File: config.mk
export PLATFORM = sky130hd
export DESIGN_NAME = dm9000a_rx_frame
export DESIGN_NICKNAME = d
export VERILOG_FILES = /design/src/dm9000a_reg_pkg.sv /design/src/enet_ctrl_pkg.sv /design/src/dm9000a_rx_frame.sv
export SDC_FILE = /design/constraint.sdc
export NUM_CORES = 1
export LEC_CHECK = 0
export BUFFER_PORTS_ARGS = -buffer_cell sky130_fd_sc_hd__clkbuf_2
export CORE_ASPECT_RATIO = 0.75
export CORE_MARGIN = 5
export CORE_UTILIZATION = 54
export DETAILED_ROUTE_END_ITERATION = 8
export PLACE_DENSITY = 0.87
export SYNTH_ARGS = -nofsm -noshare
export SYNTH_HDL_FRONTEND = slang
export SYNTH_SLANG_ARGS = --single-unit
File: constraint.sdc
create_clock -name clk_enet -period 3.46 [get_ports clk_enet]
set_clock_uncertainty 0.2 [all_clocks]
set_input_delay 0.519 -clock clk_enet [delete_from_list [all_inputs] [get_ports clk_enet]]
set_output_delay 0.519 -clock clk_enet [all_outputs]
set_load 0.01 [all_outputs]
File: src/dm9000a_reg_pkg.sv
package dm9000a_reg_pkg;

   ////////////////////////////////////////
   // Register indices
   ////////////////////////////////////////

   localparam logic [7:0] reg_ncr    = 8'h00;
   localparam logic [7:0] reg_nsr    = 8'h01;
   localparam logic [7:0] reg_rxcr   = 8'h05;
   // PAR0..PAR5 and MAR0..MAR7 are consecutive from these bases.
   localparam logic [7:0] reg_par0   = 8'h10;
   localparam logic [7:0] reg_mar0   = 8'h16;
   localparam logic [7:0] reg_gpr    = 8'h1f;
   // Memory read with prefetch and no address increment.
   localparam logic [7:0] reg_mrcmdx = 8'hf0;
   // Memory read with address increment.
   localparam logic [7:0] reg_mrcmd  = 8'hf2;
   localparam logic [7:0] reg_isr    = 8'hfe;
   localparam logic [7:0] reg_imr    = 8'hff;

   ////////////////////////////////////////
   // Register bits
   ////////////////////////////////////////

   localparam logic [7:0] ncr_rst         = 8'h01;
   localparam logic [7:0] nsr_link        = 8'h40;
   // Wake, TX2 end and TX1 end status flags.
   localparam logic [7:0] nsr_clear_bits  = 8'h2c;
   localparam logic [7:0] rxcr_rxen       = 8'h01;
   localparam logic [7:0] rxcr_prmsc      = 8'h02;
   localparam logic [7:0] isr_pr          = 8'h01;
   localparam logic [7:0] isr_lnkchg      = 8'h20;
   localparam logic [7:0] isr_all         = 8'h3f;
   // Pointer auto-wrap, link change and receive interrupts.
   localparam logic [7:0] imr_par         = 8'h80;
   localparam logic [7:0] imr_enable_bits = 8'ha1;
   // RF, LCS, RWTO, PLE, AE, CE and FOE.
   localparam logic [7:0] rxsr_bad_mask   = 8'hbf;

   // A word read from the chip. The first word of a packet carries
   // the receive status in the high byte and the ready byte below it.
   typedef union packed {
      logic [15:0] raw;
      struct packed {
         logic [7:0] status;
         logic [7:0] ready;
      } pkt;
   } dm_word_u;

endpackage

File: src/enet_ctrl_pkg.sv
package enet_ctrl_pkg;

   // Width of the power-up wait counter.
   localparam int spin_width = 20;

   typedef enum logic [4:0] {
      cs_phy_wait, cs_reset, cs_reset_wait, cs_init,
      cs_idle, cs_irq_read, cs_irq_clear, cs_dispatch,
      cs_link_update, cs_rx_check, cs_rx_packet, cs_rx_prefetch
   } cmd_state_e;

   typedef enum logic [3:0] {
      bs_idle, bs_index, bs_spin, bs_write, bs_rd0, bs_rd1,
      bs_pf_dummy, bs_pf_spin0, bs_pf_spin1, bs_pkt_gap
   } bus_state_e;

   typedef enum logic [1:0] {
      bus_write, bus_read, bus_prefetch, bus_packet
   } bus_kind_e;

   // Position of a captured word within a packet.
   typedef enum logic [1:0] {tag_status, tag_length, tag_body} word_tag_e;

   // Levels of the CMD pin.
   localparam logic bus_type_index = 1'b0;
   localparam logic bus_type_data  = 1'b1;

endpackage

File: src/dm9000a_rx_frame.sv
module dm9000a_rx_frame
   import dm9000a_reg_pkg::*;
   import enet_ctrl_pkg::*;
(
   input  logic        clk_enet,
   input  logic        reset,
   input  logic        halt,
   input  logic        word_valid,
   input  word_tag_e   word_tag,
   input  dm_word_u    rd_word,
   output logic        fetch,
   output logic        pkt_done,
   output logic        rx_valid,
   output logic [15:0] rx_data
);

   logic        bad;
   logic [15:0] words_left;
   logic [15:0] words_next;
   logic [15:0] body_reads;

   // The length includes the CRC. Body reads are ceil(L/2).
   assign body_reads = {1'b0, rd_word.raw[15:1]} + 16'(rd_word.raw[0]);

   always_comb begin
      words_next = words_left;
      if (word_valid && word_tag == tag_length)
         words_next = body_reads;
      else if (word_valid && word_tag == tag_body)
         words_next = words_left - 1'b1;
   end

   // Bad frames drain regardless of halt.
   assign fetch = (words_next != 16'd0) && !(halt && !bad);

   // The last two body reads carry the CRC and are dropped.
   assign rx_valid = word_valid && !bad &&
                     (word_tag == tag_length ||
                      (word_tag == tag_body && words_left > 16'd2));
   assign rx_data  = (word_tag == tag_length) ? rd_word.raw - 16'd4 : rd_word.raw;

   always_ff @(posedge clk_enet) begin
      if (reset) begin
         bad        <= 1'b0;
         words_left <= 16'd0;
         pkt_done   <= 1'b0;
      end else begin
         words_left <= words_next;
         pkt_done   <= word_valid && word_tag != tag_status && words_next == 16'd0;
         if (word_valid && word_tag == tag_status)
            bad <= (rd_word.pkt.status & rxsr_bad_mask) != 8'h00;
      end
   end

endmodule

# [After elaboration in Yosys (flattened, before gate mapping)]
# Index checks and enable logic that the tools add are counted.
[op_classes] n_addsub=3 order_cmp=1 n_reduce_logical=18 mux=3 eq_ne=2
[op_table] cell="$mux 16" n=3
[op_table] cell="$add 15x1->16" n=1
[op_table] cell="$gt 16x2->1 const B" n=1
[op_table] cell="$logic_not 16->1" n=1
[op_table] cell="$reduce_bool 16->1" n=1
[op_table] cell="$sub 16x1->16 const B" n=1
[op_table] cell="$sub 16x3->16 const B" n=1
[op_table] cell="$logic_and 1x1->1" n=10
[op_table] cell="$reduce_bool 8->1" n=1
[op_table] cell="$eq 2x1->1 const B" n=1
[op_table] cell="$eq 2x2->1 const B" n=1
[op_table] cell="$logic_not 1->1" n=2
[op_table] cell="$logic_not 2->1" n=1
[op_table] cell="$reduce_bool 2->1" n=1
[op_table] cell="$logic_or 1x1->1" n=1
[word_totals] ff_bits=18 word_cells=30 inputBits=22

# [Logic depth before layout (Yosys ltp)]
[logic_depth] ltp_word=6 ltp_mapped=9 depth_no_buf=8

# [Least setup slack after synthesis]
# No wires, ideal clock.
[synth_timing] path_type="register -> output" startpoint="register words_left[5]" endpoint="output fetch" t_required_ns=2.741 t_arrival_ns=2.248 stages_incl_launch_ff=8 slack_ns=0.493 n_path_buf=1 cell_sequence="dfxtp_1 -> or4_1 -> buf_2 -> or4_1 -> or3_1 -> a31oi_1 -> nor4_1 -> a32oi_1"
[synth_via] elab_chain_len=5
[synth_rtl] element="start, declared" line="dm9000a_rx_frame.sv:18" rtl="logic [15:0] words_left;"
[synth_rtl] element="start signal, assigned" line="dm9000a_rx_frame.sv:48" rtl="words_left <= words_next;"
[synth_rtl] element="$sub 16x1->16" line="dm9000a_rx_frame.sv:30" rtl="words_next = words_left - 1'b1;"
[synth_rtl] element="$mux 16 *" line="dm9000a_rx_frame.sv:29" rtl="else if (word_valid && word_tag == tag_body)"
[synth_rtl] element="$mux 16 *" line="dm9000a_rx_frame.sv:27" rtl="if (word_valid && word_tag == tag_length)"
[synth_rtl] element="$reduce_bool 16->1 *" line="dm9000a_rx_frame.sv:34" rtl="assign fetch = (words_next != 16'd0) && !(halt && !bad);"
[synth_rtl] element="$logic_and 1x1->1 *" line="dm9000a_rx_frame.sv:34"
[synth_rtl] element="end, declared" line="dm9000a_rx_frame.sv:11" rtl="output logic fetch,"
# Every way passes the cells marked *; elsewhere a longest branch is shown, timed or not.

# [Final worst setup path]
[layout_timing] startpoint="register words_left[0]" endpoint="output fetch"
# Same word-level chain as after synthesis.

==> results.txt <==
The flow ran to the end, and the final reports show no timing, DRC or antenna violations. Summing the sequential cell areas from Yosys gives 20.1% of the chip area. The worst setup path is captured at an output pin. The library cell with the largest summed area after synthesis is dfxtp_1. Walking the worst path, the cells encountered are inv_1, ha_2, or3b_2, nor4_2, xnor2_1, mux2i_1, nor4_2, a32oi_1, clkbuf_2. Compared with the post-synthesis result, the final layout area differs by 18.4%. The TritonCTS sink count came out at 18. The kind of cell with the highest combined delay along the critical path is simple AND/OR/NAND/NOR gates. The number of buffers and inverters on the critical path is 2.

TritonCTS built the clock tree. In this run the static leakage power is ~0.87 nW. The total power draw came out at between 0.6 and 0.7 mW. The clock latency on the worst-skew pair is around 0.26 ns. The weighted congestion reported at the end of routability-driven placement came out at 0.969. By area the synthesized netlist is led by dfxtp_1 20%, xnor2_1 7.3%, xor2_1 5.9%, nor4_1 5.2%, ha_1 4.2%. Across every metal layer, demand over resource in global routing totals between 20% and 30%.

The switching power as a share of total power is 35.0%. The power density over the cells is between 300 and 400 mW/mm². The via count of the first global-routing pass came out at 1,766. The number of post-CTS setup repair buffers is 0. The average vias per placed instance is 6.22. The combinational cell fraction of total power is 37.7%. The peak ir drop on the vdd network is around 150 µV.

Following the worst setup path forward leads to its endpoint at fetch. The distinct cell type count after synthesis is 51. The maximum root-to-sink buffer count is 2.

The share of synthesized flip-flops with an asynchronous set or reset is 0%. The headroom to the max-slew limit is ~64%. After the last flow step, the layout net total stands at 305. The share of total power dissipated in sequential elements is between 30% and 40%.

For this block, the via count after detailed routing is 1,967. The endpoint identified for the worst register-to-register timing path is pkt_done. Among all flip-flop cells after synthesis, the most frequent one is dfxtp_1. The synthesized instance count came out at 243.

The die span in x is 76.5 µm. In the routed design, unresolved DRC markers number 0. The placeable core region is ~0.0032 mm². The remaining antenna violation count after routing is 0. The final number of max-transition violations was 0. The clock network fraction of total power came out at 26.1%. The worst stage delay on the critical path is 0.53 ns. The post-route netlist has about a quarter of its cells at a drive strength greater than 1.

The worst register-to-register path begins at words_left[0]. The routed wire length came out at ~5000 µm. The starting DRC count in detailed routing is 286.

The die footprint is 0.00458 mm². The critical path launch point type is a flop. The maximum level of the CTS H-tree is 1. The total overflow left after global routing is 0.

After floorplanning, the core was divided into 18 placement rows. The mean instance size in the synthesized netlist came out at 7.38 µm². The data arrival time of the critical path came out at 2.67 ns.

The clock slew at the register clock pins of the worst setup and hold paths is about 0.07 ns. Fill cells in the final layout number 293. The final antenna diode count is 0. During I/O placement, the number of pins put on the boundary was 41. The number of synthesis warnings is 0. The tree is rooted in a clkbuf_8. The final-report setup violation count is 0. The critical path is of the flop to output pin type. The critical path crosses 9 cells after its start point. The number of buffers inserted during clock tree synthesis came out at 3. The largest individual stage delay along the critical path comes from the cell or3b_2. The wire length per cell after detailed routing came out at 15.9 µm. The area share of the leading cell type in the synthesized netlist is between 20% and 30%. The register bit total from synthesis came out at 18. The count of final hold-check violations came to 0.

The floorplan die height came out at 59.9 µm. Based on the critical path, the design can be clocked at up to 295 MHz. The first global-routing pass estimated around 8000 µm of wire. The most numerous cell type found on the critical path is nor4_2.

The synthesized design contains 0 enable-type register cells. The initial standard-cell utilization of the core came out at 55.3%. The internal power summed over all cells came out at 0.433 mW. The data required time of the worst path came out at 2.74 ns. The setup total negative slack is 0 ns. The worst slack on hold paths came out at 0.306 ns. The largest fanout of any net on the critical path is 5. The share of the clock period used by the worst path after layout came out at a little over nine tenths. The setup slack of the most critical reg-to-reg path came out at roughly 0.86 ns. The initial antenna violation count came out at 0. The number of nets handed over by synthesis was approximately 270. The max-capacitance violation count is 0. The actual transition at the worst max-transition pin is roughly 0.53 ns. The number of buffers added on ports is 40. Entering global routing, the biggest net connects 19 pins. The post-layout minimum cycle time is ~3.4 ns. The net load switching power is 0.233 mW. In this run the worst hold path is classified as flop to flop. The path depth of the worst reg2reg path is 8. The HPWL after detailed placement is 3730 µm. The cell area that synthesis handed to floorplanning was around 0.0018 mm². Tracing the worst setup path back leads to its startpoint at words_left[0]. The first detailed-routing pass took 4 iterations.
-- power groups by stage --
stage	registers [mW]	clock network (mW)	logic [mW]
final	0.241	0.174	0.251
after detailed placement	0.242	0	0.235
after floorplan	0.238	0	0.167
after CTS	0.238	0.176	0.237
after global placement	0.242	0	0.231
after global routing	0.242	0.186	0.276
-- repair_timing --
action	in CTS	in global routing
gates resized for setup	0	8
hold buffers	0	0
setup endpoints to repair	0	1
-- area by class of cell --
cell class	count	area (µm²)	area share (%)
well taps	40	50.0	2.36
flip-flops and latches	18	362	17.0
repair buffers	50	275	13.0
multi-input cells	196	1350	63.6
clock buffers	4	55.1	2.59
inverters	8	30.0	1.41
-- state kept, by name (all words and copies together) (netlist names) --
name / flops
bad: 1
pkt_done: 1
words_left: 16
-- worst min path at each step --
stage | startpoint | to | cells after the start | slack [ns]
finish | bad | bad | 2 | 0.31
global route | bad | bad | 2 | 0.36
detailed placement | bad | bad | 2 | 0.30
CTS | bad | bad | 2 | 0.31
global placement | bad | bad | 2 | 0.29
floorplan | bad | bad | 2 | 0.26
-- metal layers --
metal  vias to the layer above  GRT usage [%]  routed length (µm)
met3                         6           4.52                 475
met2                       101           35.4                2180
li1                        966              -                   -
met1                       894           29.0                2310
met4                         0           3.99                  63
met5                         -              0                   0
-- cells in the mapped netlist, drive strengths merged, types with 2 or more instances --
master / number
o21a: 2
or4: 6
nand3b: 4
a21oi: 6
xor2: 12
dfxtp: 18
inv: 8
and4: 3
o31a: 3
nand4: 7
o21ai: 9
xnor2: 15
o31ai: 2
mux2i: 3
nand2b: 3
or3: 4
nor3b: 2
ha: 6
a211oi: 6
nor2b: 5
nor3: 14
nor4: 15
nor2: 20
clkbuf: 17
nand2: 17
and3: 3
nand3: 6
nand4b: 3
buf: 4
a31oi: 2
-- tightest hold or removal path: cells and delay by family, from the launching register on --
kind,cells,cell delay (ns)
flops,1,0.33
compound gates,2,0.14
-- stage by stage --
| stage | std cells | util [%] | cell area (µm²) | worst slack [ns] |
|---|---|---|---|---|
| floorplan | 243 | - | 1790 | 0.493 |
| global placement | 312 | 62.6 | 2030 | 0.269 |
| detailed placement | 312 | 62.6 | 2030 | 0.183 |
| CTS | 316 | 64.3 | 2090 | 0.0581 |
| global route | 316 | 65.5 | 2120 | -0.0534 |
| finish | 316 | 65.5 | 2120 | 0.0753 |
-- logic make-up after synthesis --
group / after synthesis / share of synthesized area, %
and+or+nand+nor: 118 / 37.5
AOI/OAI and AO/OA: 41 / 16.1
buffers and inverters: 29 / 6.56
xor gates and xnor gates: 27 / 13.2
DFF: 18 / 20.1
adders and majority gates: 6 / 4.19
muxes: 4 / 2.30
-- placed cells by master, fill, tap and decap left out, types with 2 or more instances in the layout --
| cell | count |
|---|---|
| clkbuf_2 | 40 |
| nor2_1 | 20 |
| nand2_1 | 17 |
| dfxtp_1 | 17 |
| xnor2_1 | 15 |
| nor3_1 | 13 |
| nor4_1 | 12 |
| xor2_1 | 12 |
| buf_4 | 10 |
| inv_1 | 8 |
| o21ai_0 | 8 |
| nand4_1 | 7 |
| nand3_1 | 6 |
| a21oi_1 | 6 |
| a211oi_1 | 6 |
| nor2b_1 | 5 |
| or4_1 | 5 |
| ha_1 | 5 |
| nand3b_1 | 4 |
| or3_1 | 4 |
| clkbuf_8 | 4 |
| nand2b_1 | 3 |
| nand4b_1 | 3 |
| o31a_1 | 3 |
| and4_1 | 3 |
| mux2i_1 | 3 |
| nor4_2 | 3 |
| and3_1 | 3 |
| o31ai_1 | 2 |
| o21a_1 | 2 |
| nor3b_1 | 2 |
(Power assumes the default switching activity.)
