===== src/dm9000a_reg_pkg.sv =====
package dm9000a_reg_pkg;

   ////////////////////////////////////////
   // Register indices
   ////////////////////////////////////////

   localparam logic [7:0] reg_ncr    = 8'h00;
   localparam logic [7:0] reg_nsr    = 8'h01;
   localparam logic [7:0] reg_rxcr   = 8'h05;
   // PAR0..PAR5 and MAR0..MAR7 are consecutive from these bases.
   localparam logic [7:0] reg_par0   = 8'h10;
   localparam logic [7:0] reg_mar0   = 8'h16;
   localparam logic [7:0] reg_gpr    = 8'h1f;
   // Memory read with prefetch and no address increment.
   localparam logic [7:0] reg_mrcmdx = 8'hf0;
   // Memory read with address increment.
   localparam logic [7:0] reg_mrcmd  = 8'hf2;
   localparam logic [7:0] reg_isr    = 8'hfe;
   localparam logic [7:0] reg_imr    = 8'hff;

   ////////////////////////////////////////
   // Register bits
   ////////////////////////////////////////

   localparam logic [7:0] ncr_rst         = 8'h01;
   localparam logic [7:0] nsr_link        = 8'h40;
   // Wake, TX2 end and TX1 end status flags.
   localparam logic [7:0] nsr_clear_bits  = 8'h2c;
   localparam logic [7:0] rxcr_rxen       = 8'h01;
   localparam logic [7:0] rxcr_prmsc      = 8'h02;
   localparam logic [7:0] isr_pr          = 8'h01;
   localparam logic [7:0] isr_lnkchg      = 8'h20;
   localparam logic [7:0] isr_all         = 8'h3f;
   // Pointer auto-wrap, link change and receive interrupts.
   localparam logic [7:0] imr_par         = 8'h80;
   localparam logic [7:0] imr_enable_bits = 8'ha1;
   // RF, LCS, RWTO, PLE, AE, CE and FOE.
   localparam logic [7:0] rxsr_bad_mask   = 8'hbf;

   // A word read from the chip. The first word of a packet carries
   // the receive status in the high byte and the ready byte below it.
   typedef union packed {
      logic [15:0] raw;
      struct packed {
         logic [7:0] status;
         logic [7:0] ready;
      } pkt;
   } dm_word_u;

endpackage


===== src/enet_ctrl_pkg.sv =====
package enet_ctrl_pkg;

   // Width of the power-up wait counter.
   localparam int spin_width = 20;

   typedef enum logic [4:0] {
      cs_phy_wait, cs_reset, cs_reset_wait, cs_init,
      cs_idle, cs_irq_read, cs_irq_clear, cs_dispatch,
      cs_link_update, cs_rx_check, cs_rx_packet, cs_rx_prefetch
   } cmd_state_e;

   typedef enum logic [3:0] {
      bs_idle, bs_index, bs_spin, bs_write, bs_rd0, bs_rd1,
      bs_pf_dummy, bs_pf_spin0, bs_pf_spin1, bs_pkt_gap
   } bus_state_e;

   typedef enum logic [1:0] {
      bus_write, bus_read, bus_prefetch, bus_packet
   } bus_kind_e;

   // Position of a captured word within a packet.
   typedef enum logic [1:0] {tag_status, tag_length, tag_body} word_tag_e;

   // Levels of the CMD pin.
   localparam logic bus_type_index = 1'b0;
   localparam logic bus_type_data  = 1'b1;

endpackage


===== src/dm9000a_cmd_sequencer.sv =====
module dm9000a_cmd_sequencer
   import dm9000a_reg_pkg::*;
   import enet_ctrl_pkg::*;
#(
   parameter logic [47:0]           mac_address       = 48'h0102_0304_0506,
   parameter logic [63:0]           multicast_address = 64'h0,
   parameter logic                  promiscuous_en    = 1'b1,
   parameter logic                  broadcast_en      = 1'b1,
   parameter logic [spin_width-1:0] phy_spin_cycles   = 20'd500000,
   parameter logic [spin_width-1:0] reset_spin_cycles = 20'd250
) (
   input  logic        clk_enet,
   input  logic        reset,
   input  logic        enet_int,
   input  logic        bus_busy,
   input  dm_word_u    rd_word,
   input  logic        pkt_done,
   output logic        cmd_start,
   output bus_kind_e   cmd_kind,
   output logic [7:0]  cmd_index,
   output logic [15:0] cmd_data,
   output logic        link_status
);

   localparam logic [4:0] init_last = 5'd18;

   cmd_state_e            state;
   logic [spin_width-1:0] spin_cnt;
   logic [4:0]            step;
   logic [7:0]            irq_flags;
   logic [7:0]            init_index;
   logic [7:0]            init_value;
   logic                  bus_free;

   // The bus only raises busy in the cycle after a start pulse.
   assign bus_free = !bus_busy && !cmd_start;

   ////////////////////////////////////////
   // Power-up register table
   ////////////////////////////////////////

   always_comb begin
      init_index = reg_imr;
      init_value = imr_enable_bits;
      case (step) inside
         5'd0: begin
            // Clearing GPR bit 0 powers up the PHY.
            init_index = reg_gpr;
            init_value = 8'h00;
         end
         5'd1: begin
            init_index = reg_nsr;
            init_value = nsr_clear_bits;
         end
         5'd2: begin
            init_index = reg_isr;
            init_value = isr_all;
         end
         [5'd3:5'd8]: begin
            init_index = reg_par0 + 8'(step - 5'd3);
            init_value = mac_address[8 * (step - 5'd3) +: 8];
         end
         [5'd9:5'd16]: begin
            init_index = reg_mar0 + 8'(step - 5'd9);
            init_value = multicast_address[8 * (step - 5'd9) +: 8];
            // Top hash bit of MAR7 accepts broadcast frames.
            if (step == 5'd16 && broadcast_en)
               init_value[7] = 1'b1;
         end
         5'd17: begin
            init_index = reg_rxcr;
            init_value = rxcr_rxen | (promiscuous_en ? rxcr_prmsc : 8'h00);
         end
         default: begin
            init_index = reg_imr;
            init_value = imr_enable_bits;
         end
      endcase
   end

   task automatic issue(input bus_kind_e kind, input logic [7:0] index,
                        input logic [15:0] data);
      cmd_start <= 1'b1;
      cmd_kind  <= kind;
      cmd_index <= index;
      cmd_data  <= data;
   endtask

   ////////////////////////////////////////
   // Command FSM
   ////////////////////////////////////////

   always_ff @(posedge clk_enet) begin
      if (reset) begin
         state       <= cs_phy_wait;
         spin_cnt    <= phy_spin_cycles;
         step        <= 5'd0;
         irq_flags   <= 8'h00;
         link_status <= 1'b0;
         cmd_start   <= 1'b0;
      end else begin
         cmd_start <= 1'b0;
         case (state)
            cs_phy_wait, cs_reset_wait: begin
               if (spin_cnt != '0)
                  spin_cnt <= spin_cnt - 1'b1;
               else
                  state <= (state == cs_phy_wait) ? cs_reset : cs_init;
            end
            cs_reset: begin
               if (bus_free) begin
                  issue(bus_write, reg_ncr, {8'h00, ncr_rst});
                  spin_cnt <= reset_spin_cycles;
                  step     <= 5'd0;
                  state    <= cs_reset_wait;
               end
            end
            cs_init: begin
               if (bus_free) begin
                  issue(bus_write, init_index, {8'h00, init_value});
                  if (step == init_last)
                     state <= cs_idle;
                  else
                     step <= step + 1'b1;
               end
            end
            // Interrupt entry. Mask everything but pointer wrap first.
            cs_idle: begin
               if (enet_int && bus_free) begin
                  issue(bus_write, reg_imr, {8'h00, imr_par});
                  state <= cs_irq_read;
               end
            end
            cs_irq_read: begin
               if (bus_free) begin
                  issue(bus_read, reg_isr, 16'h0000);
                  state <= cs_irq_clear;
               end
            end
            cs_irq_clear: begin
               if (bus_free) begin
                  irq_flags <= rd_word.raw[7:0];
                  issue(bus_write, reg_isr, {8'h00, isr_all});
                  state <= cs_dispatch;
               end
            end
            // Serve one pending flag per pass, then unmask.
            cs_dispatch: begin
               if (bus_free) begin
                  if ((irq_flags & isr_lnkchg) != 8'h00) begin
                     irq_flags <= irq_flags & ~isr_lnkchg;
                     issue(bus_read, reg_nsr, 16'h0000);
                     state <= cs_link_update;
                  end else if ((irq_flags & isr_pr) != 8'h00) begin
                     irq_flags <= irq_flags & ~isr_pr;
                     issue(bus_prefetch, reg_mrcmdx, 16'h0000);
                     state <= cs_rx_check;
                  end else begin
                     issue(bus_write, reg_imr, {8'h00, imr_enable_bits});
                     state <= cs_idle;
                  end
               end
            end
            cs_link_update: begin
               if (bus_free) begin
                  link_status <= (rd_word.raw[7:0] & nsr_link) != 8'h00;
                  state       <= cs_dispatch;
               end
            end
            // A ready byte of 1 means a packet waits in the chip.
            cs_rx_check: begin
               if (bus_free) begin
                  if (rd_word.pkt.ready == 8'h01) begin
                     issue(bus_packet, reg_mrcmd, 16'h0000);
                     state <= cs_rx_packet;
                  end else begin
                     state <= cs_dispatch;
                  end
               end
            end
            cs_rx_packet: begin
               if (pkt_done)
                  state <= cs_rx_prefetch;
            end
            cs_rx_prefetch: begin
               if (bus_free) begin
                  issue(bus_prefetch, reg_mrcmdx, 16'h0000);
                  state <= cs_rx_check;
               end
            end
            default: state <= cs_idle;
         endcase
      end
   end

endmodule


===== config.mk =====
export PLATFORM = sky130hd
export DESIGN_NAME = dm9000a_cmd_sequencer
export DESIGN_NICKNAME = d
export VERILOG_FILES = /design/src/dm9000a_reg_pkg.sv /design/src/enet_ctrl_pkg.sv /design/src/dm9000a_cmd_sequencer.sv
export SDC_FILE = /design/constraint.sdc
export NUM_CORES = 1
export LEC_CHECK = 0
export BUFFER_PORTS_ARGS = -buffer_cell sky130_fd_sc_hd__buf_2
export CAP_MARGIN = 30
export CORE_UTILIZATION = 38
export CTS_BUF_LIST = sky130_fd_sc_hd__clkbuf_16
export CTS_CLUSTER_SIZE = 24
export DETAILED_ROUTE_END_ITERATION = 8
export GPL_TIMING_DRIVEN = 1
export SETUP_SLACK_MARGIN = 0.02
export SLEW_MARGIN = 20
export SYNTH_ARGS = -nofsm -noshare
export SYNTH_HDL_FRONTEND = slang
export SYNTH_SLANG_ARGS = --single-unit

===== constraint.sdc =====
create_clock -name clk_enet -period 6.5 [get_ports clk_enet]
set_input_delay 1.3 -clock clk_enet [delete_from_list [all_inputs] [get_ports clk_enet]]
set_output_delay 1.3 -clock clk_enet [all_outputs]
set_load 0.01 [all_outputs]

==> After elaboration in Yosys (flattened, before gate mapping) <==
Cells that the tools add are included.
{ "word_totals": {"ff_bits": 60, "in_bits": 21, "output_inout_bits": 28, "wordCells": 168} }
{ "classes": {"n_addsub": 8, "magnitude_cmp": 4, "n_eq_ne": 36, "shifts": 2, "muxes": 77, "n_bitwise": 1, "n_reduce_logical": 30} }
{ "op_table": {"columns": ["cell", "n"], "rows": [
  ["$mux 8", 23],
  ["$mux 16", 8],
  ["$pmux 16 s7", 1],
  ["$mux 5", 14],
  ["$shiftx 64x33->8 const A", 1],
  ["$pmux 8 s7", 1],
  ["$pmux 5 s10", 1],
  ["$shiftx 48x33->8 const A", 1],
  ["$mux 20", 2],
  ["$pmux 20 s2", 1],
  ["$ne 2x2->1 const B", 15],
  ["$eq 5x3->1 const B", 4],
  ["$eq 5x4->1 const B", 4],
  ["$mux 2", 10],
  ["$reduce_and 10->1", 2],
  ["$reduce_bool 20->1", 1],
  ["$sub 20x1->20 const B", 1],
  ["$mux 4", 4],
  ["$eq 5x2->1 const B", 3],
  ["$eq 5x5->1 const B", 3],
  ["$add 6x6->7 const A", 2],
  ["$reduce_bool 7->1", 2],
  ["$mux 6", 2],
  ["$pmux 2 s6", 1],
  ["other kinds (28)", 51]
]} }

==> Depth between registers and ports, before layout <==
Gate-level depths: netlist of run 1.
{ "depth": {"depth_word": 10, "depth_mapped": 10, "depth_no_buf": 9} }

==> Least setup slack after synthesis of run 1 <==
No wires, ideal clock.
{ "synth_timing": {"kind": "input -> register", "from": "input rd_word[6] (netlist bit)", "to": "register cmd_data[0] (enable)", "setup_time_ps": 390, "t_arrival_ps": 2773, "required_time_ps": 6110, "path_slack_ps": 3337, "stages": 4, "n_path_buf": 0, "path_cell_list": "nor4b_1 nand2_1 and2_1 nor4_1"} }
{ "synth_between": {"elab_chain_cells": 3} }
{ "synth_rtl": {"columns": ["element", "line", "rtl"], "rows": [
  ["start: declaration", "dm9000a_cmd_sequencer.sv:16", "input dm_word_u rd_word,"],
  ["$eq 8x1->1", "dm9000a_cmd_sequencer.sv:173", "if (rd_word.pkt.ready == 8'h01) begin"],
  ["$ne 2x2->1 (no line)", null, null],
  ["$reduce_and 10->1 (no line)", null, null],
  ["end: declaration", "dm9000a_cmd_sequencer.sv:21", "output logic [15:0] cmd_data,"]
]} }
Every way passes these cells.
A chain may end at the register's enable or synchronous reset.

==> Worst setup path after layout of run 1 <==
{ "layout_timing": {"from": "register step[0]", "to": "register cmd_index[1], data pin"} }
{ "layout_between": {"elab_chain_cells": 9, "word_cells_on_any_way": 22, "cone_classes": "add/sub (4); order compare (4); eq/ne (3); mux (8); reduce/logical (3)"} }
{ "layout_rtl": {"columns": ["element", "line", "rtl"], "rows": [
  ["start: declaration", "dm9000a_cmd_sequencer.sv:29", "logic [4:0] step;"],
  ["start signal: assignment", "dm9000a_cmd_sequencer.sv:124", "step <= step + 1'b1;"],
  ["$sub 5x4->6, or another cell as far along", "dm9000a_cmd_sequencer.sv:64", "init_index = reg_mar0 + 8'(step - 5'd9);"],
  ["$add 6x6->7, or another cell as far along", "dm9000a_cmd_sequencer.sv:64", null],
  ["$mux 8 (4 in a row)", "dm9000a_cmd_sequencer.sv:45", "case (step) inside"],
  ["$mux 8 (*)", "dm9000a_cmd_sequencer.sv:45", null],
  ["$mux 8 (*)", "dm9000a_cmd_sequencer.sv:119", "if (bus_free) begin"],
  ["$pmux 8 s7 (*)", "dm9000a_cmd_sequencer.sv:103", "case (state)"],
  ["end: declaration", "dm9000a_cmd_sequencer.sv:20", "output logic [7:0] cmd_index,"]
]} }
Mark *: on every way between the ends. The rest lies on a longest branch, timed or not. The select of a mux whose other input is x is not followed.

==> results.txt, run 1 <==
- The final layout contains routed wiring with a total length of 7970 um.
- Area share of the largest cell type after synthesis: 19.5%
- The hold violation count in the final report is 0.
- Post-synthesis instance area: 3380 um^2
- Sequential cells were found to cover 33.8% of the synthesized design area.
- The Yosys step of the flow raised 0 warnings.
- Among all stages on the critical path, the largest delay is contributed by o32ai_1.
- IR drop worst, VDD: 146 uV
- In the synthesized netlist, the number of instances is 408.
- Post-route non-filler standard cell count: 532
* Leading cell types by total area after synthesis: dfxtp_1 20%, edfxtp_1 14%, nor2_1 5.1%
* Number of nets at the end of the flow: 452
* Compound-Gate Fraction of Synth Area: 22.6%
- For the pin with the worst max-slew slack, the measured transition is 0.962 ns.
* Period Utilization, post-route: 47.2%
- Required time of the critical path: 6.53 ns
- In the synthesized netlist, the cells that appear most often are 46 x nor2_1, 33 x dfxtp_1, 26 x o21ai_0.
* CTS tree: yes
* DRC: 0
* Final setup violating endpoints: 0
- Using the TritonRoute via totals, the vias-per-cell ratio works out to 5.81.
- Starting utilization of the core area: 38.9%
- For this run the aggregate overflow at the end of global routing stands at 0.
- Weighted congestion at the end of routability-driven global placement: 0.852
* Ordered cell list for the critical path: ha_1 -> nor2_1 -> o32ai_1 -> o31ai_1 -> a21o_1 -> a211o_1
- Fraction of layout cells with a size suffix above 1: 14.2%
- After global routing, the most crowded layer is met2.
- Routed WL per cell: 15.0 um
* IO Pins: 49
- Clk slew on worst S/H paths: 0.07 ns
- Number of buffers inserted by hold repair at cts: 0
* Number of enable flip-flop cells after synthesis: 16
- Latest clock arrival within the worst-skew pair: 0.28 ns
- Prior to clock tree synthesis, the placed netlist has a worst setup slack of 3.22 ns.
* Distinct cell type count after synthesis: 74
- Once routing completed, OpenROAD measured the worst setup slack at 3.43 ns.
- Adder and majority gate portion of the synthesized area: 2.96%
- Via count of the first global-routing pass: 2,610
* Cts repair resizes: 0
- The H-tree generated during clock tree synthesis spans 2 levels.
- Xor/xnor share of the synthesized area: 4.66%
* Crit path largest cell delay: 0.82 ns
- On the final layout, the worst hold slack is 0.501 ns.
- A synthesized cell averages 8.28 um^2.
* Static leakage: 1.32 nW
- Measured along the y axis, the die boundary spans 96.3 um.
- dfxtp_1 takes more of the synthesized area than any other cell.
* Run status: finished, final reports clean
- Kind of capture point of the worst setup path: flop
* Simple-gate area share of the yosys netlist: 27.7%
- Timing would allow up to 326 MHz.
- Total Power Consumption: 1.18 mW
* Largest net degree at the start of global routing: 24
- Setup repair after global routing left no endpoint under its margin.
- Of the post-synthesis cell area, the part taken by muxes is 1.78%.
- The worst path needs 3.07 ns of the cycle, external delays included.
- FP Rows: 34
* Relative slew slack: 35.7%
* Number of vias after detailed routing: 3,093
* Launching element type of the critical path: flop
- Number of nets with antenna violations after routing: 0
* Highest fanout seen on the critical path: 16
* Post-detailed-placement half-perimeter wirelength: 5730 um
- The critical path is of the reg -> reg type.
- Overall routing resource usage: 17.7%
* Number of iterations in the first detailed-routing pass: 4
- Once the clock tree was built, the setup fixing pass inserted 0 buffers.
* Pwr/cell area: 320 nW/um^2
* GR Layer Usage met2: 26.4%
- For this run, global-route usage on met3 was measured as 2.84%.
* Yosys reg bits: 49
* Setup TNS: 0 ns
- Async set-or-reset flop fraction in the synthesized netlist: 0%
- The repair_antennas step left the layout with diodes totalling 0.
- Final Skew: 0.0104 ns
- Top_reg_cell synth: dfxtp_1
* Port Buffer Count: 31
- Most instantiated library cell after synthesis: nor2_1
- Global-route wire length before repair: 13,000 um
- Initial antenna violation count: 0
* Met1 usage in global routing: 25.7%
- After detailed placement, the design holds a cell count of 523.
* Largest family of logic cells by synthesized area: simple AND/OR/NAND/NOR gates
* Final Util: 42.6%
- Data on the critical path arrives at its endpoint at 3.10 ns.
- Count of pins over their slew limit: 0
* Placeable core region: 8680 um^2
- Clk Tree Root Cell: clkbuf_16
- The area growth from synthesis to layout is 9.40%.
- Total CTS buffers: 5
- Summing all placed instances gives a cell area of 3540 um^2.
* MaxCap Viol Count: 0
- Counting every sink on the clock net gives 49.
- Path class of the lowest-slack min-delay path: reg -> reg
* Initial DRC count: 141
* Post-layout instance area: 3700 um^2
- The die covers 9270 um^2.
* Number of buffers on the longest clock path: 2
- In this run the horizontal extent of the chip is 96.3 um.
==> where the power goes <==
| part | switching, mW | total, mW | leakage, nW | internal [mW] |
|---|---|---|---|---|
| logic | 0.264 | 0.453 | 0.824 | 0.189 |
| registers | 0.0881 | 0.473 | 0.418 | 0.385 |
| clock network | 0.114 | 0.256 | 0.0754 | 0.142 |
| total | 0.466 | 1.18 | 1.32 | 0.717 |
==> sequential cells by signal (all words and copies together), names as in the netlist <==
name         flops
cmd_index        7
cmd_start        1
spin_cnt        20
irq_flags        2
cmd_kind         2
cmd_data         7
link_status      1
step             5
state            4
==> worst max-delay path: cells and delay by family (launching register included) <==
family          cells  cell delay [ns]
compound gates      4             1.59
fa+ha+maj           1             0.47
simple gates        1             0.10
flops               1             0.67
==> kinds of logic after synthesis <==
logic type / count (synthesis)
XOR/XNOR: 18
multiplexers: 6
flip-flops: 49
AO/OA/AOI/OAI: 109
adder cells (fa/ha/maj): 8
AND/OR/NAND/NOR: 171
other: 1
buffers and inverters: 46
==> path summary, 6_finish.rpt <==
check / startpoint / endpoint / slack [ns] / depth (start not counted)
worst min register to register: link_status$_SDFFE_PP0P_ / link_status$_SDFFE_PP0P_ / 0.50 / 2
worst max register to register: step[0]$_SDFFE_PP0P_ / cmd_index[1]$_DFFE_PP_ / 3.43 / 6
worst max-delay path: step[0]$_SDFFE_PP0P_ / cmd_index[1]$_DFFE_PP_ / 3.43 / 6
worst min-delay path: link_status$_SDFFE_PP0P_ / link_status$_SDFFE_PP0P_ / 0.50 / 2
==> placed cells by master, fill, tap and decap left out, types with 10 or more instances in the layout <==
master and count:
buf_2 31, nor4_1 14, inv_1 12, xnor2_1 10, nor2_1 46, nand2_1 23
o21ai_0 25, nand3_1 11, edfxtp_1 16, dfxtp_1 33, nor3_1 14, a21oi_1 19
==> cell type report <==
class / instances / area (um^2)
Tap cell: 108 / 135
Multi-Input combinational cell: 321 / 2060
Inverter: 12 / 45.0
Fill cell: 884 / 4980
Clock inverter: 3 / 17.5
Timing Repair Buffer: 34 / 178
Clock buffer: 5 / 125
Sequential cell: 49 / 1140
==> layer usage <==
layer  routed length [um]  up-vias
li1                     -     1547
met1                 3760     1444
met2                 3620       90
met3                  405       12
met4                  180        0
met5                    0        -
Note: power is estimated with default switching activity, not from simulation.
==> run 2: changes to the inputs <==
- clock period: 6.5 -> 2.6 ns (I/O delays scaled with it)
==> run 2 against run 1 <==
Against the previous run: clock power grew to 2.8 times the previous value; power grew to 2.7 times the previous value; register-to-register slack worse by 3.2 ns; critical path depth is 1 higher; flip-flop and latch count stayed put; sequential share of layout area is 1.6 points lower; largest power group is now combinational cells.
==> results.txt, run 2 (synthesized netlist as in run 1, its figures left out) <==
- The weighted congestion at the end of routability-driven global placement is 0.871 (+2.2%).
- Maximum clock frequency: 415 MHz (+27%)
- The total chip power came to 3.14 mW (+170%).
- The pin count of the biggest net entering global routing was 17 (-29%).
- Number of nets with antenna violations after routing: 0 (unchanged)
- Final-layout worst hold slack: 0.488 ns (-0.0134 ns)
- Multi-input combinational cell area: 2050 um^2 (-0.12%)
- The period utilization was 92.6% (+45 points).
- The minimum clock period is 2.41 ns (-0.660 ns).
- The initial antenna violation count was 0 (unchanged).
- Setup repair after global routing left no endpoint under its margin.
- Count of pins over their slew limit: 0 (unchanged)
- The hold violation count in the final report was 0 (unchanged).
- IR drop worst, VDD: 387 uV (+170%)
- Post-detailed-placement half-perimeter wirelength: 6180 um (+7.8%)
- Leading registers by flop count: spin_cnt: 20 flops, cmd_data: 7 flops, cmd_index: 7 flops
- Clk sink count: 49 (unchanged)
* Transition time at the pin with the least slew margin: 0.632 ns (-0.330 ns)
* DRC: 0 (unchanged)
* Routed WL per cell: 14.8 um (-1.5%)
- The clock-pin slew reported for the worst setup and hold paths after clock tree synthesis was 0.07 ns (about the same).
- The clock latency on the worst-skew pair was 0.29 ns (about the same).
- The number of nets in the finished design is 477 (+5.5%).
- Clk Tree Root Cell: clkbuf_16
* Total grt overflow: 0 (unchanged)
- Die W: 96.3 um (unchanged)
- Overall routing resource usage: 18.6% (+0.95 points)
- The initial core utilization is 38.9% (unchanged).
- FP Rows: 34 (unchanged)
- Max FFs per register: 20 (unchanged)
* CTS tree: yes
* Most common library cell in the layout ignoring fill and taps: nor2_1
- The total iterations of the first detailed-routing run came to 4 (unchanged).
- The sequential standard cell area came to 1140 um^2 (unchanged).
- The clock skew was 0.0149 ns (+0.00446 ns).
* Sum of routed wire length over all layers: 8220 um (+3.2%)
- Relative slew slack: 57.7% (+22 points)
* Placeable core region: 8680 um^2 (unchanged)
- Setup fix buffers added after clock tree synthesis: 0 (unchanged)
* Kind of capture point of the worst setup path: flop
* Setup TNS: 0 ns (unchanged)
* Final setup violating endpoints: 0 (unchanged)
- Leading cell types in the layout, fill and taps excluded: 46 x nor2_1, 33 x dfxtp_1, 31 x buf_2
- Maximum level of the CTS H-tree: 2 (unchanged)
* Floorplan die area: 9270 um^2 (unchanged)
- Register containing the most flip-flops in the final layout: spin_cnt
- CP Data Arrival Time: 2.60 ns (-0.50 ns)
- Antenna diode count: 0 (unchanged)
* Number of vias after detailed routing: 3,179 (+2.8%)
* Fraction of layout cells with a size suffix above 1: 19.2% (+5.0 points)
- Count of fill cells added during filler insertion: 893 (+1.0%)
* Area added between synthesis and finish: 15.5%
* Vias per cell: 5.71 (-1.8%)
- Initial DRC count: 151 (+7.1%)
- Required time of the critical path: 2.79 ns (-3.74 ns)
- Run status: finished, final reports clean
- The number of port buffers was 31 (unchanged).
- DIE HEIGHT: 96.3 um (unchanged)
- Number of buffers inserted by hold repair at cts: 0 (unchanged)
- MaxCap Viol Count: 0 (unchanged)
- Number of buffers on the longest clock path: 2 (unchanged)
- Highest fanout seen on the critical path: 5 (-11)
- Global-route wire length before repair: 13,500 um (+3.8%)
- The min-delay analysis places its worst path in the category in -> reg.
- Static leakage: 1.45 nW (+10%)
- Via count of the first global-routing pass: 2,875 (+10%)
- The worst setup path is of the reg -> reg kind.
- The number of buffers created by CTS came to 5 (unchanged).
* IO Pins: 49 (unchanged)
- Launching element type of the critical path: flop
- The power density of the placed cells is 803 nW/um^2 (+150%).
run 2: per-stage QoR:
stage / util (%) / cell area, um^2 / setup WS [ns] / instances
final: 45.0 / 3900 / 0.191 / 557
after global routing: 45.0 / 3900 / 0.0407 / 557
after CTS: 45.0 / 3900 / 0.192 / 557
after detailed placement: 43.1 / 3740 / 0.195 / 549
after global placement: 43.1 / 3740 / 0.217 / 549
after floorplan: - / 3410 / 0.0224 / 416
run 2: path summary, 6_finish.rpt:
path	endpoint	cells past startpoint	slack [ns]	startpoint
worst min register to register	link_status$_SDFFE_PP0P_	2	0.49	link_status$_SDFFE_PP0P_
worst min-delay path	link_status$_SDFFE_PP0P_	3	0.49	rd_word[6]
worst max-delay path	spin_cnt[13]$_SDFFE_PP1P_	7	0.19	spin_cnt[0]$_SDFFE_PP0P_
worst max register to register	spin_cnt[13]$_SDFFE_PP1P_	7	0.19	spin_cnt[0]$_SDFFE_PP0P_
run 2: per-layer routing:
layer  GRT usage, %  vias to the layer above  part of all wire, %
li1               -                     1590                    -
met1           24.8                     1499                   48
met2           30.0                       73                   46
met3           3.16                       17                  3.3
met4           6.99                        0                  2.9
met5              0                        -                    0
run 2: area by class of cell:
type	count	area share [%]
Clock buffer	6	3.85
Inverter	12	1.15
Tap cell	108	3.46
Timing Repair Buffer	59	9.36
Multi-Input combinational cell	321	52.6
Sequential cell	49	29.2
Clock inverter	2	0.353
run 2: report_power, final:
| part | internal (mW) | switching (mW) | leakage (nW) |
|---|---|---|---|
| sequential | 0.963 | 0.150 | 0.418 |
| combinational | 0.559 | 0.755 | 0.952 |
| clock | 0.417 | 0.292 | 0.0824 |
| total | 1.94 | 1.20 | 1.45 |
run 2: critical path: stages (launching register included):
cell and delay (ns):
dfxtp_1 0.33, inv_1 0.06, ha_1 0.21, or4b_1 0.50, or4_4 0.55, o2111ai_1 0.36
nand2_1 0.10, a31o_2 0.21
run 2: timing repair:
item	4_1_cts	5_1_grt
setup endpoints to repair	0	1
hold endpoints to repair	0	0
gates resized for setup	0	1
==> run 3: changes to the inputs <==
- CAP_MARGIN: 30 -> unset
- CTS_BUF_LIST: sky130_fd_sc_hd__clkbuf_16 -> sky130_fd_sc_hd__clkbuf_4 sky130_fd_sc_hd__clkbuf_8
==> run 3 against run 2 <==
Against the previous run: via count barely moved; global-route usage increased by 0.083 points; worst hold slack lost 0.023 ns; clock power shrank 20%; wire length increased by 0.38%; sequential power is essentially flat.
==> results.txt, run 3 (synthesized netlist as in run 1, its figures left out) <==
- The number of standard-cell rows in the floorplan came to 34 (unchanged).
- Die W: 96.3 um (unchanged)
- The total chip power was 2.99 mW (-4.7%).
* Static leakage: 1.43 nW (-1.6%)
- STA classifies the critical path endpoint as a flop.
- CP Buf/Inv Count: 2 (+1)
- Number of vias after detailed routing: 3,178 (-0.031%)
* Cts repair resizes: 0 (unchanged)
- The power density of the placed cells is 776 nW/um^2 (-3.4%).
* DRC: 0 (unchanged)
* Final Skew: 0.0216 ns (+0.00670 ns)
* Initial DRC count: 154 (+2.0%)
- The number of primary I/O pins was 49 (unchanged).
- The number of max-slew violations in the final report is 0 (unchanged).
- Overall routing resource usage: 18.7% (+0.083 points)
- The flip-flop count of the largest register, all copies and words added is 20 (unchanged).
- Clk sink count: 49 (unchanged)
- The maximum fanout count along the critical path is 4 (-1).
- Clk Tree Root Cell: clkbuf_8
- Setup TNS: 0 ns (unchanged)
- Placeable core region: 8680 um^2 (unchanged)
- IR drop worst, VDD: 336 uV (-13%)
* Required time of the critical path: 2.81 ns (+0.02 ns)
- The clock latency on the worst-skew pair is 0.31 ns (+0.02 ns).
- The average wire per cell in the routed design was 14.8 um (+0.38%).
- The number of buffers added to fix hold violations after cts was 0 (unchanged).
* Clk slew on worst S/H paths: 0.10 ns (+0.03 ns)
- Maximum clock frequency: 415 MHz (-0.14%)
- The core occupancy in the finished layout was 44.4% (-0.59 points).
- Path class of the lowest-slack min-delay path: in -> reg
* Crit path largest cell delay: 0.50 ns (-0.05 ns)
* Transition time at the pin with the least slew margin: 0.646 ns (+0.0144 ns)
* Maximum level of the CTS H-tree: 2 (unchanged)
* Most common library cell in the layout ignoring fill and taps: nor2_1
- The data arrival time of the critical path came to 2.62 ns (+0.02 ns).
* Antenna diode count: 0 (unchanged)
- Port Buffer Count: 31 (unchanged)
* Multi-input combinational cell area: 2050 um^2 (unchanged)
* Starting utilization of the core area: 38.9% (unchanged)
- Launching element type of the critical path: flop
* Total count of hold-check failures in the final report: 0 (unchanged)
- On the critical path, the stage with the largest delay is an instance of or4b_1.
- Critical path's top delay family: simple AND/OR/NAND/NOR gates
- The final HPWL from detailed placement is 6180 um (unchanged).
* Number of buffers on the longest clock path: 2 (unchanged)
- TritonCTS built the clock tree.
- Sum of routed wire length over all layers: 8250 um (+0.38%)
- In the layout the commonest cells are 46 x nor2_1, 33 x dfxtp_1, 31 x buf_2.
* Area added between synthesis and finish: 14.0%
- DIE HEIGHT: 96.3 um (unchanged)
- Relative slew slack: 56.8% (-0.96 points)
* Final setup violating endpoints: 0 (unchanged)
- The period utilization was 92.8% (+0.13 points).
- Traced cell by cell, the critical path runs through inv_1 -> ha_1 -> or4b_1 -> buf_4 -> nor4_4 -> a21oi_2 -> or3_4 -> a211oi_1.
* Startpoint-to-endpoint class of the critical path: reg -> reg
- The sequential standard cell area came to 1140 um^2 (unchanged).
- The number of max-cap violations was 0 (unchanged).
* Initial antenna violation count: 0 (unchanged)
* Run status: finished, final reports clean
* Weighted congestion at the end of routability-driven global placement: 0.871 (unchanged)
* Global-route wire length before repair: 13,600 um (+0.36%)
- The total iterations of the first detailed-routing run was 4 (unchanged).
* Vias per cell: 5.71 (about the same)
- Via count of the first global-routing pass: 2,885 (+0.35%)
* Total CTS buffers: 5 (unchanged)
- The sum of overflow across all layers after global routing is 0 (unchanged).
- spin_cnt holds more flip-flops than any other register.
* RSZ-0062 raised after global routing: false
- Count of fill cells added during filler insertion: 899 (+0.67%)
- The die footprint is 9270 um^2 (unchanged).
- The share of final-layout standard cells stronger than drive strength 1 was 19.2% (unchanged).
- The largest registers in the layout are spin_cnt: 20 flops, cmd_data: 7 flops, cmd_index: 7 flops.
- Setup fix buffers added after clock tree synthesis: 0 (unchanged)
* Number of nets with antenna violations after routing: 0 (unchanged)
- The number of nets in the finished design came to 477 (unchanged).
- The minimum clock period is 2.41 ns (+0.00330 ns).
- The pin count of the biggest net entering global routing came to 17 (unchanged).
## run 3: cell types whose count changed in the layout (fill, tap and decap cells not counted), sizes merged
cell / before / now
bufinv: 0 / 1
clkbuf: 6 / 5
## run 3: power breakdown
part	total (mW)	internal (mW)	switching, mW
Sequential	1.11	0.963	0.149
Combinational	1.31	0.559	0.754
Clock	0.565	0.289	0.276
## run 3: per-layer routing
layer	GRT usage (%)	wire, um	vias to the layer above
li1	-	-	1589
met1	24.9	3890	1501
met2	30.2	3850	71
met3	3.16	266	17
met4	7.11	235	0
met5	0	0	-
## run 3: worst paths after layout
kind                              endpoint                startpoint  cells past startpoint  slack (ns)
hold reg to reg   link_status$_SDFFE_PP0P_  link_status$_SDFFE_PP0P_                      2        0.50
setup / recovery     state[3]$_SDFFE_PP0P_  spin_cnt[1]$_SDFFE_PP0P_                      8        0.19
hold / removal    link_status$_SDFFE_PP0P_                rd_word[6]                      3        0.47
setup reg to reg     state[3]$_SDFFE_PP0P_  spin_cnt[1]$_SDFFE_PP0P_                      8        0.19
## run 3: cell type report
class                      count  share of cell area, %
multi-input combinational    321                   53.3
inverter                      12                   1.17
clock inverter                 3                   1.14
timing repair buffer          59                   9.48
clock buffer                   5                   1.79
sequential                    49                   29.6
tap                          108                   3.51
## run 3: through the flow
| stage | area, um^2 | setup slack (ns) | hold slack, ns | cells |
|---|---|---|---|---|
| final | 3850 | 0.188 | 0.465 | 557 |
| after global routing | 3850 | 0.0345 | 0.475 | 557 |
| after CTS | 3850 | 0.187 | 0.465 | 557 |
| after detailed placement | 3740 | 0.195 | 0.479 | 549 |
| after global placement | 3740 | 0.217 | 0.471 | 549 |
| after floorplan | 3410 | 0.0224 | 0.453 | 416 |
## run 3: worst register-to-register path: cells and delay by family, from the launching register on
family | cells | cell delay, ns
AO/OA/AOI/OAI | 2 | 0.40
AND/OR/NAND/NOR | 3 | 1.15
flip-flops | 1 | 0.34
adder cells (fa/ha/maj) | 1 | 0.20
buffers and inverters | 2 | 0.22
